==> config.mk <==
export PLATFORM = sky130hd
export DESIGN_NAME = ddr_stripe_top
export DESIGN_NICKNAME = d
export VERILOG_FILES = /design/src/logic/ddr_stripe_pkg.sv /design/src/logic/axis_if.sv /design/src/logic/stream_fifo.sv /design/src/logic/stripe_splitter.sv /design/src/logic/stripe_merger.sv /design/src/logic/stripe_ctrl.sv /design/src/logic/ddr_stripe_top.sv
export SDC_FILE = /design/constraint.sdc
export NUM_CORES = 1
export LEC_CHECK = 0
export BUFFER_PORTS_ARGS = -buffer_cell sky130_fd_sc_hd__buf_2
export CORE_MARGIN = 8
export CORE_UTILIZATION = 58
export DETAILED_ROUTE_END_ITERATION = 7
export PLACE_DENSITY = 0.88
export SLEW_MARGIN = 20
export SYNTH_ARGS = -nofsm -noshare
export SYNTH_HDL_FRONTEND = slang
export SYNTH_HIERARCHICAL = 1
export SYNTH_SLANG_ARGS = --single-unit
==> constraint.sdc <==
create_clock -name aclk -period 3.5 [get_ports aclk]
set_clock_uncertainty 0.05 [all_clocks]
set_input_delay 0.35 -clock aclk [delete_from_list [all_inputs] [get_ports aclk]]
set_output_delay 0.35 -clock aclk [all_outputs]
set_load 0.03 [all_outputs]
==> src/logic/ddr_stripe_pkg.sv <==
package ddr_stripe_pkg;

    // ============================================================
    // Channel geometry
    // ============================================================

    // Number of memory channels a user beat is striped across
    localparam int N_DDR_CHAN = 4;

    // One channel word and its byte enables
    localparam int LANE_BITS = 32;
    localparam int LANE_KEEP = LANE_BITS / 8;

    // The user beat is one lane per channel
    localparam int USER_BITS = N_DDR_CHAN * LANE_BITS;
    localparam int USER_KEEP = N_DDR_CHAN * LANE_KEEP;

    // ============================================================
    // User beat views
    // ============================================================

    // The same user word seen flat at the top level, or split into
    // channel lanes by the splitter and merger.  Lane 0 sits in the
    // low bits, so lanes[i] maps to flat[i*LANE_BITS +: LANE_BITS]
    typedef union packed {
        logic [USER_BITS-1:0]                  flat;
        logic [N_DDR_CHAN-1:0][LANE_BITS-1:0]  lanes;
    } ddr_user_word_u;

endpackage

==> src/logic/axis_if.sv <==
`timescale 1ns/10ps

interface axis_if;

    // One channel lane of an AXI4-Stream link
    logic                                 tvalid;
    logic                                 tready;
    logic [ddr_stripe_pkg::LANE_BITS-1:0] tdata;
    logic [ddr_stripe_pkg::LANE_KEEP-1:0] tkeep;
    logic                                 tlast;

    // Side that drives the beat
    modport src (
        output tvalid,
        output tdata,
        output tkeep,
        output tlast,
        input  tready
    );

    // Side that takes the beat
    modport snk (
        input  tvalid,
        input  tdata,
        input  tkeep,
        input  tlast,
        output tready
    );

endinterface

==> src/logic/stream_fifo.sv <==
`timescale 1ns/10ps

module stream_fifo #(
    parameter int FIFO_DEPTH = 4
) (
    input  logic aclk,
    input  logic rst_n,

    axis_if.snk  in,
    axis_if.src  out
);

    localparam int PTR_BITS = (FIFO_DEPTH > 1) ? $clog2(FIFO_DEPTH) : 1;
    localparam int CNT_BITS = $clog2(FIFO_DEPTH + 1);

    // Storage with one entry per beat
    logic [ddr_stripe_pkg::LANE_BITS-1:0] mem_data [FIFO_DEPTH];
    logic [ddr_stripe_pkg::LANE_KEEP-1:0] mem_keep [FIFO_DEPTH];
    logic                                 mem_last [FIFO_DEPTH];

    logic [PTR_BITS-1:0] wr_ptr;
    logic [PTR_BITS-1:0] rd_ptr;
    logic [CNT_BITS-1:0] count;

    logic full;
    logic empty;
    logic wr_en;
    logic rd_en;

    assign full  = (count == CNT_BITS'(FIFO_DEPTH));
    assign empty = (count == '0);

    assign wr_en = in.tvalid & in.tready;
    assign rd_en = out.tvalid & out.tready;

    assign in.tready  = ~full;
    assign out.tvalid = ~empty;

    // Head entry is visible before it is read
    assign out.tdata = mem_data[rd_ptr];
    assign out.tkeep = mem_keep[rd_ptr];
    assign out.tlast = mem_last[rd_ptr];

    always_ff @(posedge aclk) begin
        if (wr_en) begin
            mem_data[wr_ptr] <= in.tdata;
            mem_keep[wr_ptr] <= in.tkeep;
            mem_last[wr_ptr] <= in.tlast;
        end
    end

    // Pointers wrap explicitly so that any depth works
    always_ff @(posedge aclk or negedge rst_n) begin
        if (!rst_n) begin
            wr_ptr <= '0;
            rd_ptr <= '0;
            count  <= '0;
        end else begin
            if (wr_en) begin
                if (wr_ptr == PTR_BITS'(FIFO_DEPTH - 1)) begin
                    wr_ptr <= '0;
                end else begin
                    wr_ptr <= wr_ptr + PTR_BITS'(1);
                end
            end
            if (rd_en) begin
                if (rd_ptr == PTR_BITS'(FIFO_DEPTH - 1)) begin
                    rd_ptr <= '0;
                end else begin
                    rd_ptr <= rd_ptr + PTR_BITS'(1);
                end
            end
            if (wr_en && !rd_en) begin
                count <= count + CNT_BITS'(1);
            end else if (rd_en && !wr_en) begin
                count <= count - CNT_BITS'(1);
            end
        end
    end

endmodule

==> src/logic/stripe_splitter.sv <==
`timescale 1ns/10ps

module stripe_splitter (
    input  logic                                  user_tvalid,
    output logic                                  user_tready,
    input  ddr_stripe_pkg::ddr_user_word_u        user_tdata,
    input  logic [ddr_stripe_pkg::USER_KEEP-1:0]  user_tkeep,

    axis_if.src                                   lane [ddr_stripe_pkg::N_DDR_CHAN]
);

    localparam int N_CHAN    = ddr_stripe_pkg::N_DDR_CHAN;
    localparam int LANE_KEEP = ddr_stripe_pkg::LANE_KEEP;

    logic [N_CHAN-1:0] lane_ready;
    logic              push;

    // The beat goes out only when every channel can take its lane
    assign user_tready = &lane_ready;
    assign push        = user_tvalid & user_tready;

    for (genvar i = 0; i < N_CHAN; i++) begin : g_lane
        assign lane_ready[i] = lane[i].tready;

        assign lane[i].tvalid = push;
        assign lane[i].tdata  = user_tdata.lanes[i];
        assign lane[i].tkeep  = user_tkeep[i*LANE_KEEP +: LANE_KEEP];

        // Memory channels carry no packet framing
        assign lane[i].tlast  = 1'b0;
    end

endmodule

==> src/logic/stripe_merger.sv <==
`timescale 1ns/10ps

module stripe_merger (
    axis_if.snk                                   lane [ddr_stripe_pkg::N_DDR_CHAN],

    output logic                                  user_tvalid,
    input  logic                                  user_tready,
    output ddr_stripe_pkg::ddr_user_word_u        user_tdata,
    output logic [ddr_stripe_pkg::USER_KEEP-1:0]  user_tkeep,

    output logic                                  fire
);

    localparam int N_CHAN    = ddr_stripe_pkg::N_DDR_CHAN;
    localparam int LANE_KEEP = ddr_stripe_pkg::LANE_KEEP;

    logic [N_CHAN-1:0] lane_valid;

    // A user beat exists only once every channel has returned its word
    assign user_tvalid = &lane_valid;
    assign fire        = user_tvalid & user_tready;

    for (genvar i = 0; i < N_CHAN; i++) begin : g_lane
        assign lane_valid[i] = lane[i].tvalid;

        // All lanes pop together so that none runs ahead of the others
        assign lane[i].tready = fire;

        assign user_tdata.lanes[i]                      = lane[i].tdata;
        assign user_tkeep[i*LANE_KEEP +: LANE_KEEP]     = lane[i].tkeep;
    end

endmodule

==> src/logic/stripe_ctrl.sv <==
`timescale 1ns/10ps

module stripe_ctrl #(
    parameter int LEN_BITS = 8
) (
    input  logic                aclk,
    input  logic                rst_n,

    input  logic                fire,
    input  logic [LEN_BITS-1:0] rd_len,

    output logic                last,
    output logic                busy
);

    logic [LEN_BITS-1:0] beat_cnt;
    logic [LEN_BITS-1:0] len_eff;

    // A zero length would never close a packet, so it reads as one
    assign len_eff = (rd_len == '0) ? LEN_BITS'(1) : rd_len;

    assign last = (beat_cnt == len_eff - LEN_BITS'(1));
    assign busy = (beat_cnt != '0);

    // ============================================================
    // Read beat counter
    // ============================================================

    always_ff @(posedge aclk or negedge rst_n) begin
        if (!rst_n) begin
            beat_cnt <= '0;
        end else if (fire) begin
            if (last) begin
                beat_cnt <= '0;
            end else begin
                beat_cnt <= beat_cnt + LEN_BITS'(1);
            end
        end
    end

endmodule

==> src/logic/ddr_stripe_top.sv <==
`timescale 1ns/10ps

module ddr_stripe_top #(
    parameter int FIFO_DEPTH = 4,
    parameter int LEN_BITS   = 8
) (
    input  logic                                                    aclk,
    input  logic                                                    rst_n,

    input  logic [LEN_BITS-1:0]                                     rd_len,

    // User write stream
    input  logic                                                    in_tvalid,
    output logic                                                    in_tready,
    input  logic [ddr_stripe_pkg::USER_BITS-1:0]                    in_tdata,
    input  logic [ddr_stripe_pkg::USER_KEEP-1:0]                    in_tkeep,
    input  logic                                                    in_tlast,

    // User read stream
    output logic                                                    out_tvalid,
    input  logic                                                    out_tready,
    output logic [ddr_stripe_pkg::USER_BITS-1:0]                    out_tdata,
    output logic [ddr_stripe_pkg::USER_KEEP-1:0]                    out_tkeep,
    output logic                                                    out_tlast,

    output logic                                                    busy,

    // Card side with lane i in slice i
    output logic [ddr_stripe_pkg::N_DDR_CHAN-1:0]                   card_out_tvalid,
    input  logic [ddr_stripe_pkg::N_DDR_CHAN-1:0]                   card_out_tready,
    output logic [ddr_stripe_pkg::N_DDR_CHAN*ddr_stripe_pkg::LANE_BITS-1:0] card_out_tdata,
    output logic [ddr_stripe_pkg::N_DDR_CHAN*ddr_stripe_pkg::LANE_KEEP-1:0] card_out_tkeep,

    input  logic [ddr_stripe_pkg::N_DDR_CHAN-1:0]                   card_in_tvalid,
    output logic [ddr_stripe_pkg::N_DDR_CHAN-1:0]                   card_in_tready,
    input  logic [ddr_stripe_pkg::N_DDR_CHAN*ddr_stripe_pkg::LANE_BITS-1:0] card_in_tdata,
    input  logic [ddr_stripe_pkg::N_DDR_CHAN*ddr_stripe_pkg::LANE_KEEP-1:0] card_in_tkeep
);

    localparam int N_CHAN    = ddr_stripe_pkg::N_DDR_CHAN;
    localparam int LANE_BITS = ddr_stripe_pkg::LANE_BITS;
    localparam int LANE_KEEP = ddr_stripe_pkg::LANE_KEEP;

    ddr_stripe_pkg::ddr_user_word_u in_word;
    ddr_stripe_pkg::ddr_user_word_u out_word;
    logic                           merge_fire;

    axis_if sink_in  [N_CHAN] ();
    axis_if card_out [N_CHAN] ();
    axis_if card_in  [N_CHAN] ();
    axis_if src_out  [N_CHAN] ();

    // in_tlast is dropped here; framing is rebuilt on the read side from rd_len
    assign in_word.flat = in_tdata;
    assign out_tdata    = out_word.flat;

    // ============================================================
    // Write side
    // ============================================================

    stripe_splitter u_splitter (
        .user_tvalid (in_tvalid),
        .user_tready (in_tready),
        .user_tdata  (in_word),
        .user_tkeep  (in_tkeep),
        .lane        (sink_in)
    );

    for (genvar i = 0; i < N_CHAN; i++) begin : g_chan
        stream_fifo #(
            .FIFO_DEPTH (FIFO_DEPTH)
        ) u_sink_fifo (
            .aclk  (aclk),
            .rst_n (rst_n),
            .in    (sink_in[i]),
            .out   (card_out[i])
        );

        assign card_out_tvalid[i]                         = card_out[i].tvalid;
        assign card_out_tdata[i*LANE_BITS +: LANE_BITS]   = card_out[i].tdata;
        assign card_out_tkeep[i*LANE_KEEP +: LANE_KEEP]   = card_out[i].tkeep;
        assign card_out[i].tready                         = card_out_tready[i];

        // Returning words carry no framing either
        assign card_in[i].tvalid = card_in_tvalid[i];
        assign card_in[i].tdata  = card_in_tdata[i*LANE_BITS +: LANE_BITS];
        assign card_in[i].tkeep  = card_in_tkeep[i*LANE_KEEP +: LANE_KEEP];
        assign card_in[i].tlast  = 1'b0;
        assign card_in_tready[i] = card_in[i].tready;

        stream_fifo #(
            .FIFO_DEPTH (FIFO_DEPTH)
        ) u_src_fifo (
            .aclk  (aclk),
            .rst_n (rst_n),
            .in    (card_in[i]),
            .out   (src_out[i])
        );
    end

    // ============================================================
    // Read side
    // ============================================================

    stripe_merger u_merger (
        .lane        (src_out),
        .user_tvalid (out_tvalid),
        .user_tready (out_tready),
        .user_tdata  (out_word),
        .user_tkeep  (out_tkeep),
        .fire        (merge_fire)
    );

    stripe_ctrl #(
        .LEN_BITS (LEN_BITS)
    ) u_ctrl (
        .aclk   (aclk),
        .rst_n  (rst_n),
        .fire   (merge_fire),
        .rd_len (rd_len),
        .last   (out_tlast),
        .busy   (busy)
    );

endmodule

==> flow_metrics.env, run 1 <==
export IMPL_slew_viol_final=0
export IMPL_setup_tns_ns=0
export IMPL_hold_violations=0
export IMPL_core_area_um2=81980
export IMPL_avgSynthCellArea_um2=21.94
export IMPL_clk_latency_ns=0.69
export IMPL_drt_pass1_iter_count=6
export IMPL_antenna_found_initial=21
export IMPL_path_cells="or2b_2, a2111oi_0, a211oi_1, a2111oi_4, buf_2"
export IMPL_final_util_pct=69.49
export IMPL_rows=105
export IMPL_cp_data_required_time_ns=3.10
export IMPL_numCtsBuffers=116
export IMPL_min_period_ns=3.407
export IMPL_die_height_um=303.8
export IMPL_cts_tree="yes"
export IMPL_peakVddDrop_mv=0.8891
export IMPL_viasPerCell=6.023
export IMPL_maxSlewHeadroom_pct=31.77
export IMPL_vias=24520
export IMPL_totalWireLength_mm=125.3
export IMPL_critPathKind="flop to output pin"
export IMPL_start_util_pct=58.58
export IMPL_cts_clk_slew_worst_paths_ns=0.07
export IMPL_htreeDepth=3
export IMPL_worstPathArrival_ns=3.01
export IMPL_grt_max_degree=65
export IMPL_grt_pass1_vias=26370
export IMPL_ys_warn_count=6
export IMPL_syn2layout_area_growth_pct=18.63
export IMPL_mappedNetlistArea_um2=48020
export IMPL_rsz0062_at_grt="no"
export IMPL_max_cap_violations=0
export IMPL_cp_end_kind="output pin"
export IMPL_clkPwrFrac_pct=24.2
export IMPL_fin_nets=3250
export IMPL_finalCritPeriodShare_pct=97.34
export IMPL_p_sw_share_pct=36.85
export IMPL_die_w_um=303.8
export IMPL_tightest_slew_ns=1.024
export IMPL_die_area_um2=92260
export IMPL_detail_route_iter0_violations=2616
export IMPL_path_max_fanout=10
export IMPL_crit_slowest_cell="dfrtp_1"
export IMPL_fmax_mhz=293.5
export IMPL_cts_setup_buffers=0
export IMPL_switching_power_mw=19.39
export IMPL_r2r_start="g_chan[0].u_src_fifo/count[1]"
export IMPL_status="complete, no violations"
export IMPL_ioPinCount=609
export IMPL_cp_num_buf_inv=1
export IMPL_root_buffer="clkbuf_16"
export IMPL_power_leakage_nw=20.07
export IMPL_startpoint="u_ctrl/beat_cnt[5]"
export IMPL_startpoint_type="flop"
export IMPL_synth_nets=2557
export IMPL_fill_cells=4521
export IMPL_hpwl_mm=69.57
export IMPL_wl_per_cell_um=30.77
export IMPL_min_from="card_out_tready[2]"
export IMPL_grt_use_total_pct=26.09
export IMPL_power_internal_mw=33.21
export IMPL_hold_class="input port to flop"
export IMPL_p_comb_share_pct=35.6
export IMPL_syn_inst=2189
export IMPL_slowest_delay_ns=0.54
export IMPL_io_buffers=607
export IMPL_grt_ovfl_total=0
export IMPL_drive_gt1_share_pct=40.95
export IMPL_clock_sinks=1216
export IMPL_cts_buffer_depth=3
export IMPL_postRouteAntennaNets=0
export IMPL_power_density_nw_per_um2=923.3
export IMPL_gp_congestion=0.7925
export IMPL_final_setup_viol_count=0
export IMPL_pwr_share_seq_pct=40.2
export IMPL_grt_first_pass_wirelength_mm=178.5
export IMPL_drcViolationCount=0
export IMPL_cp_top_family="compound AO/OA/AOI/OAI gates"
[path summary, 6_finish.rpt]
| kind | slack [ns] | cells after the start | endpoint |
|---|---|---|---|
| setup reg to reg | 0.54 | 10 | g_chan[2].u_src_fifo/count[2] |
| hold reg to reg | 0.44 | 1 | g_chan[0].u_src_fifo/count[2] |
| max in group asynchronous | 2.27 | 2 | g_chan[2].u_src_fifo/rd_ptr[0] |
| setup / recovery | 0.09 | 5 | out_tlast |
| min in group asynchronous | 0.35 | 2 | g_chan[3].u_sink_fifo/rd_ptr[0] |
| hold / removal | 0.05 | 3 | g_chan[2].u_sink_fifo/rd_ptr[1] |
[final cells by class]
| type | instances | area [um2] | share of cell area, % |
|---|---|---|---|
| diodes | 19 | 47.55 | 0.08346 |
| clock buffers | 152 | 3139 | 5.510 |
| clock inverters | 66 | 695.7 | 1.221 |
| inverters | 29 | 108.9 | 0.1911 |
| multi-input cells | 573 | 9012 | 15.82 |
| flip-flops and latches | 1216 | 36210 | 63.55 |
| well taps | 1070 | 1339 | 2.350 |
| repair buffers | 946 | 6421 | 11.27 |
[repair_timing]
| item | CTS | global route |
|---|---|---|
| gates resized for setup | 0 | 0 |
| hold buffers | 289 | 0 |
| endpoints found under the hold margin | 1216 | 0 |
| setup endpoints to repair | 0 | 0 |
[routing by layer]
metal	global-route usage (%)	part of all wire (%)	vias to the layer above
met5	0	0.010	-
met4	10.64	4.6	2
met3	6.481	9.3	321
met2	46.76	53	1711
met1	29.92	33	12590
li1	-	-	9897
[state kept, by name (all words and copies together) (netlist names)]
register and cells:
g_chan.u_sink_fifo/mem_data 512, g_chan.u_src_fifo/mem_data 512, g_chan.u_sink_fifo/mem_keep 64, g_chan.u_src_fifo/mem_keep 64, g_chan.u_sink_fifo/count 12, g_chan.u_src_fifo/count 12
g_chan.u_sink_fifo/rd_ptr 8, g_chan.u_sink_fifo/wr_ptr 8, g_chan.u_src_fifo/rd_ptr 8, g_chan.u_src_fifo/wr_ptr 8, u_ctrl/beat_cnt 8
[through the flow]
stage | hold WS (ns) | power, mW | setup slack [ns] | instances | area [um2]
floorplan | 0.004409 | 35.17 | 0.7624 | 2189 | 48020
global placement | 0.4197 | 38.35 | 0.5858 | 3545 | 50200
detailed placement | 0.4297 | 39.22 | 0.4772 | 3545 | 50200
CTS | 0.0004949 | 52.16 | 0.2043 | 4052 | 56920
global route | 0.02795 | 54.25 | 0.1692 | 4065 | 56960
finish | 0.05204 | 52.60 | 0.09315 | 4071 | 56970
[cell usage in the layout, fill, tap and decap left out, types with 3 or more instances in the layout]
cell and instances:
clkinv_16 4, and3_2 4, xnor2_1 13, bufinv_16 9, xor2_1 23, clkbuf_8 8
a21boi_2 7, buf_2 606, dfrtp_1 54, nor3_1 5, edfxtp_1 1152, dlygate4sd3_1 289
mux4_2 288, fa_1 8, clkbuf_16 117, diode_2 19, ha_1 51, mux2_2 38
inv_1 29, nor2_1 36, a21oi_1 3, clkinv_1 20, inv_6 3, buf_4 42
clkbuf_1 27, and2_1 6, dfrtp_2 10, nand2_1 23, or3_4 7, clkinv_2 21
buf_12 9, and2_2 24, clkinv_4 5
[power by group through the flow]
stage                     clock network [mW]  logic [mW]  registers, mW
after detailed placement                   0        18.0           21.2
final                                   12.7        18.7           21.2
after global routing                    13.4        19.5           21.4
after CTS                               12.6        18.5           21.0
after floorplan                            0        14.9           20.3
after global placement                     0        17.5           20.8
[tightest hold or removal path, stage by stage]
cell,delay [ns]
buf_2,0.12
nand2_1,0.12
mux2_2,0.16
(Power assumes the default switching activity.)
==> run 2: changes to the inputs <==
--- a/config.mk
+++ b/config.mk
@@ -9,6 +9,7 @@
 export CORE_MARGIN = 8
 export CORE_UTILIZATION = 58
 export DETAILED_ROUTE_END_ITERATION = 7
+export MAX_ROUTING_LAYER = met4
 export PLACE_DENSITY = 0.88
 export SLEW_MARGIN = 20
 export SYNTH_ARGS = -nofsm -noshare
==> run 2 against run 1 <==
Sequential share of layout area hardly changed. Die area unchanged. Global-route usage up 0.82 points. Clock-buffer cell count is the same. Routed wire length about the same. Cell count is essentially flat. Clock power hardly changed. First-iteration DRC count shrank 0.80%. Combinational power is essentially flat. Sequential power is essentially flat.
==> flow_metrics.env, run 2 (same netlist as run 1, synthesis figures left out) <==
export IMPL_drcViolationCount=0
export IMPL_path_depth=5
export IMPL_hpwl_mm=69.57
export IMPL_die_area_um2=92260
export IMPL_htreeDepth=3
export IMPL_antenna_found_initial=18
export IMPL_clock_sinks=1216
export IMPL_maxSlewHeadroom_pct=32.04
export IMPL_viasPerCell=6.029
export IMPL_rr_worst_depth=10
export IMPL_cp_end_kind="output pin"
export IMPL_die_w_um=303.8
export IMPL_worstPathArrival_ns=2.99
export IMPL_power_leakage_nw=20.07
export IMPL_syn2layout_area_growth_pct=18.63
export IMPL_drive_gt1_share_pct=40.95
export IMPL_max_cap_violations=0
export IMPL_start_util_pct=58.58
export IMPL_power_density_nw_per_um2=923.3
export IMPL_place_area_um2=50200
export IMPL_startpoint_type="flop"
export IMPL_vias=24540
export IMPL_min_period_ns=3.392
export IMPL_cp_num_buf_inv=1
export IMPL_cts_clk_slew_worst_paths_ns=0.06
export IMPL_status="complete, no violations"
export IMPL_fin_nets=3250
export IMPL_grt_use_total_pct=26.91
export IMPL_rsz0062_at_grt="no"
export IMPL_postRouteAntennaNets=0
export IMPL_totalWireLength_mm=125.3
export IMPL_hold_class="input port to flop"
export IMPL_die_height_um=303.8
export IMPL_root_buffer="clkbuf_16"
export IMPL_final_setup_viol_count=0
export IMPL_cp_data_required_time_ns=3.10
export IMPL_cts_tree="yes"
export IMPL_layout_commonest_cell="edfxtp_1"
export IMPL_wl_per_cell_um=30.80
export IMPL_hold_violations=0
export IMPL_grt_first_pass_wirelength_mm=178.4
export IMPL_numCtsBuffers=116
export IMPL_path_max_fanout=10
export IMPL_cp_top_family="compound AO/OA/AOI/OAI gates"
export IMPL_hold_depth=3
export IMPL_crit_slowest_cell="dfrtp_1"
export IMPL_critPathKind="flop to output pin"
export IMPL_tightest_slew_ns=1.019
export IMPL_fin_area_um2=56970
export IMPL_fmax_mhz=294.8
export IMPL_grt_pass1_vias=26320
export IMPL_drt_pass1_iter_count=5
export IMPL_detail_route_iter0_violations=2595
export IMPL_slew_viol_final=0
export IMPL_ioPinCount=609
export IMPL_peakVddDrop_mv=0.8794
export IMPL_gp_congestion=0.8037
export IMPL_mostFrequentLayoutCells="edfxtp_1 (1152), buf_2 (606), dlygate4sd3_1 (289), mux4_2 (288), clkbuf_16 (117)"
export IMPL_clk_latency_ns=0.69
export IMPL_setup_tns_ns=0
export IMPL_path_cells="or2b_2, a2111oi_0, a211oi_1, a2111oi_4, buf_2"
export IMPL_rows=105
export IMPL_fill_cells=4528
export IMPL_slowest_delay_ns=0.53
export IMPL_core_area_um2=81980
export IMPL_finalCritPeriodShare_pct=96.91
export IMPL_io_buffers=607
export IMPL_whs_ns=0.05184
export IMPL_cts_buffer_depth=3
export IMPL_largestRegisters="g_chan.u_sink_fifo/mem_data: 512 flops, g_chan.u_src_fifo/mem_data: 512 flops"
export IMPL_grt_ovfl_total=0
export IMPL_grt_max_degree=65
## run 2: changes by cell type in the layout (fill, tap and decap cells not counted), sizes merged
cell,delta
diode,-1
## run 2: worst paths after layout
check,endpoint,start,slack (ns)
min,g_chan[2].u_sink_fifo/rd_ptr[1],card_out_tready[2],0.05
min reg2reg,g_chan[0].u_src_fifo/count[2],g_chan[0].u_src_fifo/count[2],0.44
max,out_tlast,u_ctrl/beat_cnt[5],0.11
max in group asynchronous,g_chan[0].u_src_fifo/rd_ptr[0],rst_n,2.28
min in group asynchronous,g_chan[3].u_sink_fifo/rd_ptr[0],rst_n,0.33
max reg2reg,g_chan[2].u_src_fifo/count[2],g_chan[0].u_src_fifo/count[1],0.50
## run 2: per-layer routing
layer,wire length [um],global-route usage [%],share of wire [%]
met1,40930,30.13,33
met3,11830,6.266,9.4
met2,66640,46.88,53
met4,5941,10.49,4.7
met5,0,-,0
## run 2: worst min-delay path, cell delays in order
cell	delay, ns
buf_2	0.12
nand2_1	0.12
mux2_2	0.16
## run 2: repair_timing
action,CTS,global route
setup buffers,0,0
gates resized for setup,0,0
endpoints found under the hold margin,1216,0
setup endpoints to repair,0,0
hold buffers,289,0
## run 2: report_power, final
| group | leakage [nW] | switching (mW) | internal (mW) | total [mW] |
|---|---|---|---|---|
| sequential | 11.3 | 1.82 | 19.3 | 21.2 |
| clock | 1.87 | 5.67 | 7.05 | 12.7 |
| combinational | 6.94 | 11.9 | 6.83 | 18.7 |
| total | 20.1 | 19.4 | 33.2 | 52.6 |
## run 2: stage by stage
step           total power [mW]  util (%)  std cells  setup WS, ns
2_1_floorplan             35.17         -       2189        0.7624
3_5_place_dp              39.22     61.23       3545        0.4772
4_1_cts                   52.16     69.44       4052        0.2043
6_report                  52.60     69.49       4070        0.1081
5_1_grt                   54.25     69.49       4068        0.1673
3_3_place_gp              38.35     61.23       3545        0.5858
## run 2: final cells by class
class	instances	area (um2)	area share, %
inverter	29	108.9	0.1911
clock inverter	66	695.7	1.221
antenna	18	45.04	0.07907
tap	1070	1339	2.350
timing repair buffer	946	6421	11.27
multi-input combinational	573	9012	15.82
sequential	1216	36210	63.56
clock buffer	152	3139	5.511
==> run 3: changes to the inputs <==
--- a/config.mk
+++ b/config.mk
@@ -6,11 +6,11 @@
 export NUM_CORES = 1
 export LEC_CHECK = 0
 export BUFFER_PORTS_ARGS = -buffer_cell sky130_fd_sc_hd__buf_2
-export CORE_MARGIN = 8
 export CORE_UTILIZATION = 58
 export DETAILED_ROUTE_END_ITERATION = 7
 export MAX_ROUTING_LAYER = met4
 export PLACE_DENSITY = 0.88
+export RECOVER_POWER = 100
 export SLEW_MARGIN = 20
 export SYNTH_ARGS = -nofsm -noshare
 export SYNTH_HDL_FRONTEND = slang
==> run 3 against run 2 <==
Sequential cell count did not move. Routed wire length fell by 8.6%. Sequential share of layout area rose by 1.2 points. Critical path depth did not move. Worst setup slack improved by 0.16 ns. The run now ends with max-capacitance violations, max-slew violations left. Clock power fell by 4%. Largest power group unchanged. Power fell by 3.0%. Cell count fell by 0.27%. Global-route usage rose by 0.78 points. Worst hold slack improved by 0.076 ns. Design area fell by 1.9%.
==> flow_metrics.env, run 3 (same netlist as run 1, synthesis figures left out) <==
export IMPL_status="finished with violations"
export IMPL_violations="max-capacitance violations, max-slew violations"
export IMPL_max_cap_violations=5
export IMPL_wl_per_cell_um=28.21
export IMPL_cp_end_kind="output pin"
export IMPL_slew_viol_final=213
export IMPL_htreeDepth=3
export IMPL_core_area_um2=81980
export IMPL_worst_slack_ns=0.2674
export IMPL_ioPinCount=609
export IMPL_postRouteAntennaNets=0
export IMPL_syn2layout_area_growth_pct=16.37
export IMPL_numCtsBuffers=113
export IMPL_io_buffers=607
export IMPL_root_buffer="clkbuf_16"
export IMPL_setup_tns_ns=0
export IMPL_vias=24080
export IMPL_mostFrequentLayoutCells="edfxtp_1 (1152), clkbuf_1 (555), dlygate4sd3_1 (289), mux4_2 (288), clkbuf_16 (114)"
export IMPL_die_w_um=289.8
export IMPL_grt_ovfl_total=0
export IMPL_worstPathArrival_ns=2.83
export IMPL_pre_cts_slack_ns=0.4533
export IMPL_die_area_um2=83960
export IMPL_hold_violations=0
export IMPL_power_leakage_nw=18.42
export IMPL_rows=105
export IMPL_layout_commonest_cell="edfxtp_1"
export IMPL_critPathKind="flop to output pin"
export IMPL_peakVddDrop_mv=0.6973
export IMPL_grt_use_total_pct=27.69
export IMPL_power_total_mw=51.00
export IMPL_final_setup_viol_count=0
export IMPL_fin_nets=3241
export IMPL_fill_cells=5102
export IMPL_ctsResizeCount=0
export IMPL_min_period_ns=3.233
export IMPL_drive_gt1_share_pct=22.05
export IMPL_grt_first_pass_wirelength_mm=163.4
export IMPL_tightest_slew_ns=1.947
export IMPL_detail_route_iter0_violations=1900
export IMPL_drcViolationCount=0
export IMPL_finalCritPeriodShare_pct=92.36
export IMPL_clk_latency_ns=0.68
export IMPL_antenna_found_initial=17
export IMPL_rsz0062_at_grt="no"
export IMPL_hold_class="input port to flop"
export IMPL_hpwl_mm=64.07
export IMPL_totalWireLength_mm=114.5
export IMPL_cts_buffer_depth=3
export IMPL_start_util_pct=58.58
export IMPL_drt_pass1_iter_count=5
export IMPL_cts_tree="yes"
export IMPL_maxSlewHeadroom_pct=-29.83
export IMPL_power_density_nw_per_um2=912.7
export IMPL_die_height_um=289.8
export IMPL_grt_pass1_vias=25860
export IMPL_viasPerCell=5.933
export IMPL_cts_hold_buf=289
export IMPL_cts_clk_slew_worst_paths_ns=0.06
export IMPL_clock_sinks=1216
export IMPL_largestRegisters="g_chan.u_sink_fifo/mem_data: 512 flops, g_chan.u_src_fifo/mem_data: 512 flops"
export IMPL_startpoint_type="flop"
export IMPL_cts_setup_buffers=0
export IMPL_cp_data_required_time_ns=3.10
export IMPL_grt_max_degree=65
export IMPL_ff_latch_area_um2=36210
export IMPL_gp_congestion=0.8030
export IMPL_multi_input_area_um2=8954
export IMPL_path_max_fanout=10
export IMPL_fmax_mhz=309.3
-- run 3: cell count changes in the layout (fill, tap and decap cells not counted), sizes merged --
cell	before	now
diode	18	19
clkinvlp	1	9
clkbuf	152	752
inv	34	33
buf	657	44
clkinv	51	45
-- run 3: worst max-delay path, stage by stage (launching register included) --
cell	delay, ns
dfrtp_1	0.49
or2b_2	0.35
a2111oi_0	0.46
a211oi_1	0.14
a2111oi_4	0.38
clkbuf_2	0.32
-- run 3: cell type report --
| type | instances | share of cell area, % |
|---|---|---|
| antenna | 19 | 0.08508 |
| clock buffer | 145 | 5.331 |
| clock inverter | 67 | 1.258 |
| inverter | 29 | 0.1948 |
| multi-input combinational | 573 | 16.02 |
| sequential | 1216 | 64.79 |
| tap | 1070 | 2.396 |
| timing repair buffer | 940 | 9.929 |
-- run 3: final timing paths --
kind | from | endpoint | slack (ns) | depth (start not counted)
min in group asynchronous | rst_n | g_chan[1].u_sink_fifo/rd_ptr[1] | 0.74 | 2
setup / recovery | u_ctrl/beat_cnt[5] | out_tlast | 0.27 | 5
max in group asynchronous | rst_n | g_chan[0].u_sink_fifo/rd_ptr[1] | 1.28 | 2
hold reg to reg | g_chan[0].u_src_fifo/count[2] | g_chan[0].u_src_fifo/count[2] | 0.46 | 1
hold / removal | card_out_tready[3] | g_chan[3].u_sink_fifo/rd_ptr[1] | 0.13 | 3
setup reg to reg | g_chan[0].u_sink_fifo/count[0] | g_chan[2].u_sink_fifo/mem_data[2][10] | 0.35 | 7
-- run 3: where the power goes --
part           switching [mW]  leakage, nW  total [mW]  internal [mW]
Clock                    5.49         1.76        12.2           6.74
Sequential               1.81         11.3        21.2           19.4
Combinational            11.6         5.40        17.6           6.02
Total                    18.8         18.4        51.0           32.2
-- run 3: routing by layer --
| layer | up-vias | routed length, um | GRT usage, % |
|---|---|---|---|
| li1 | 9886 | - | - |
| met5 | - | 0 | - |
| met1 | 12360 | 37440 | 30.09 |
| met4 | 0 | 5384 | 12.13 |
| met2 | 1506 | 61860 | 48.55 |
| met3 | 333 | 9834 | 6.185 |
-- run 3: metrics by stage --
stage / utilization, % / hold WS [ns] / cell area (um2) / cells
final: 68.17 / 0.1277 / 55890 / 4059
after global routing: 68.17 / 0.1279 / 55880 / 4057
after CTS: 69.08 / 0.08610 / 56630 / 4040
after detailed placement: 61.06 / 0.4326 / 50050 / 3539
after global placement: 61.06 / 0.4176 / 50050 / 3539
after floorplan: - / 0.004409 / 48020 / 2189
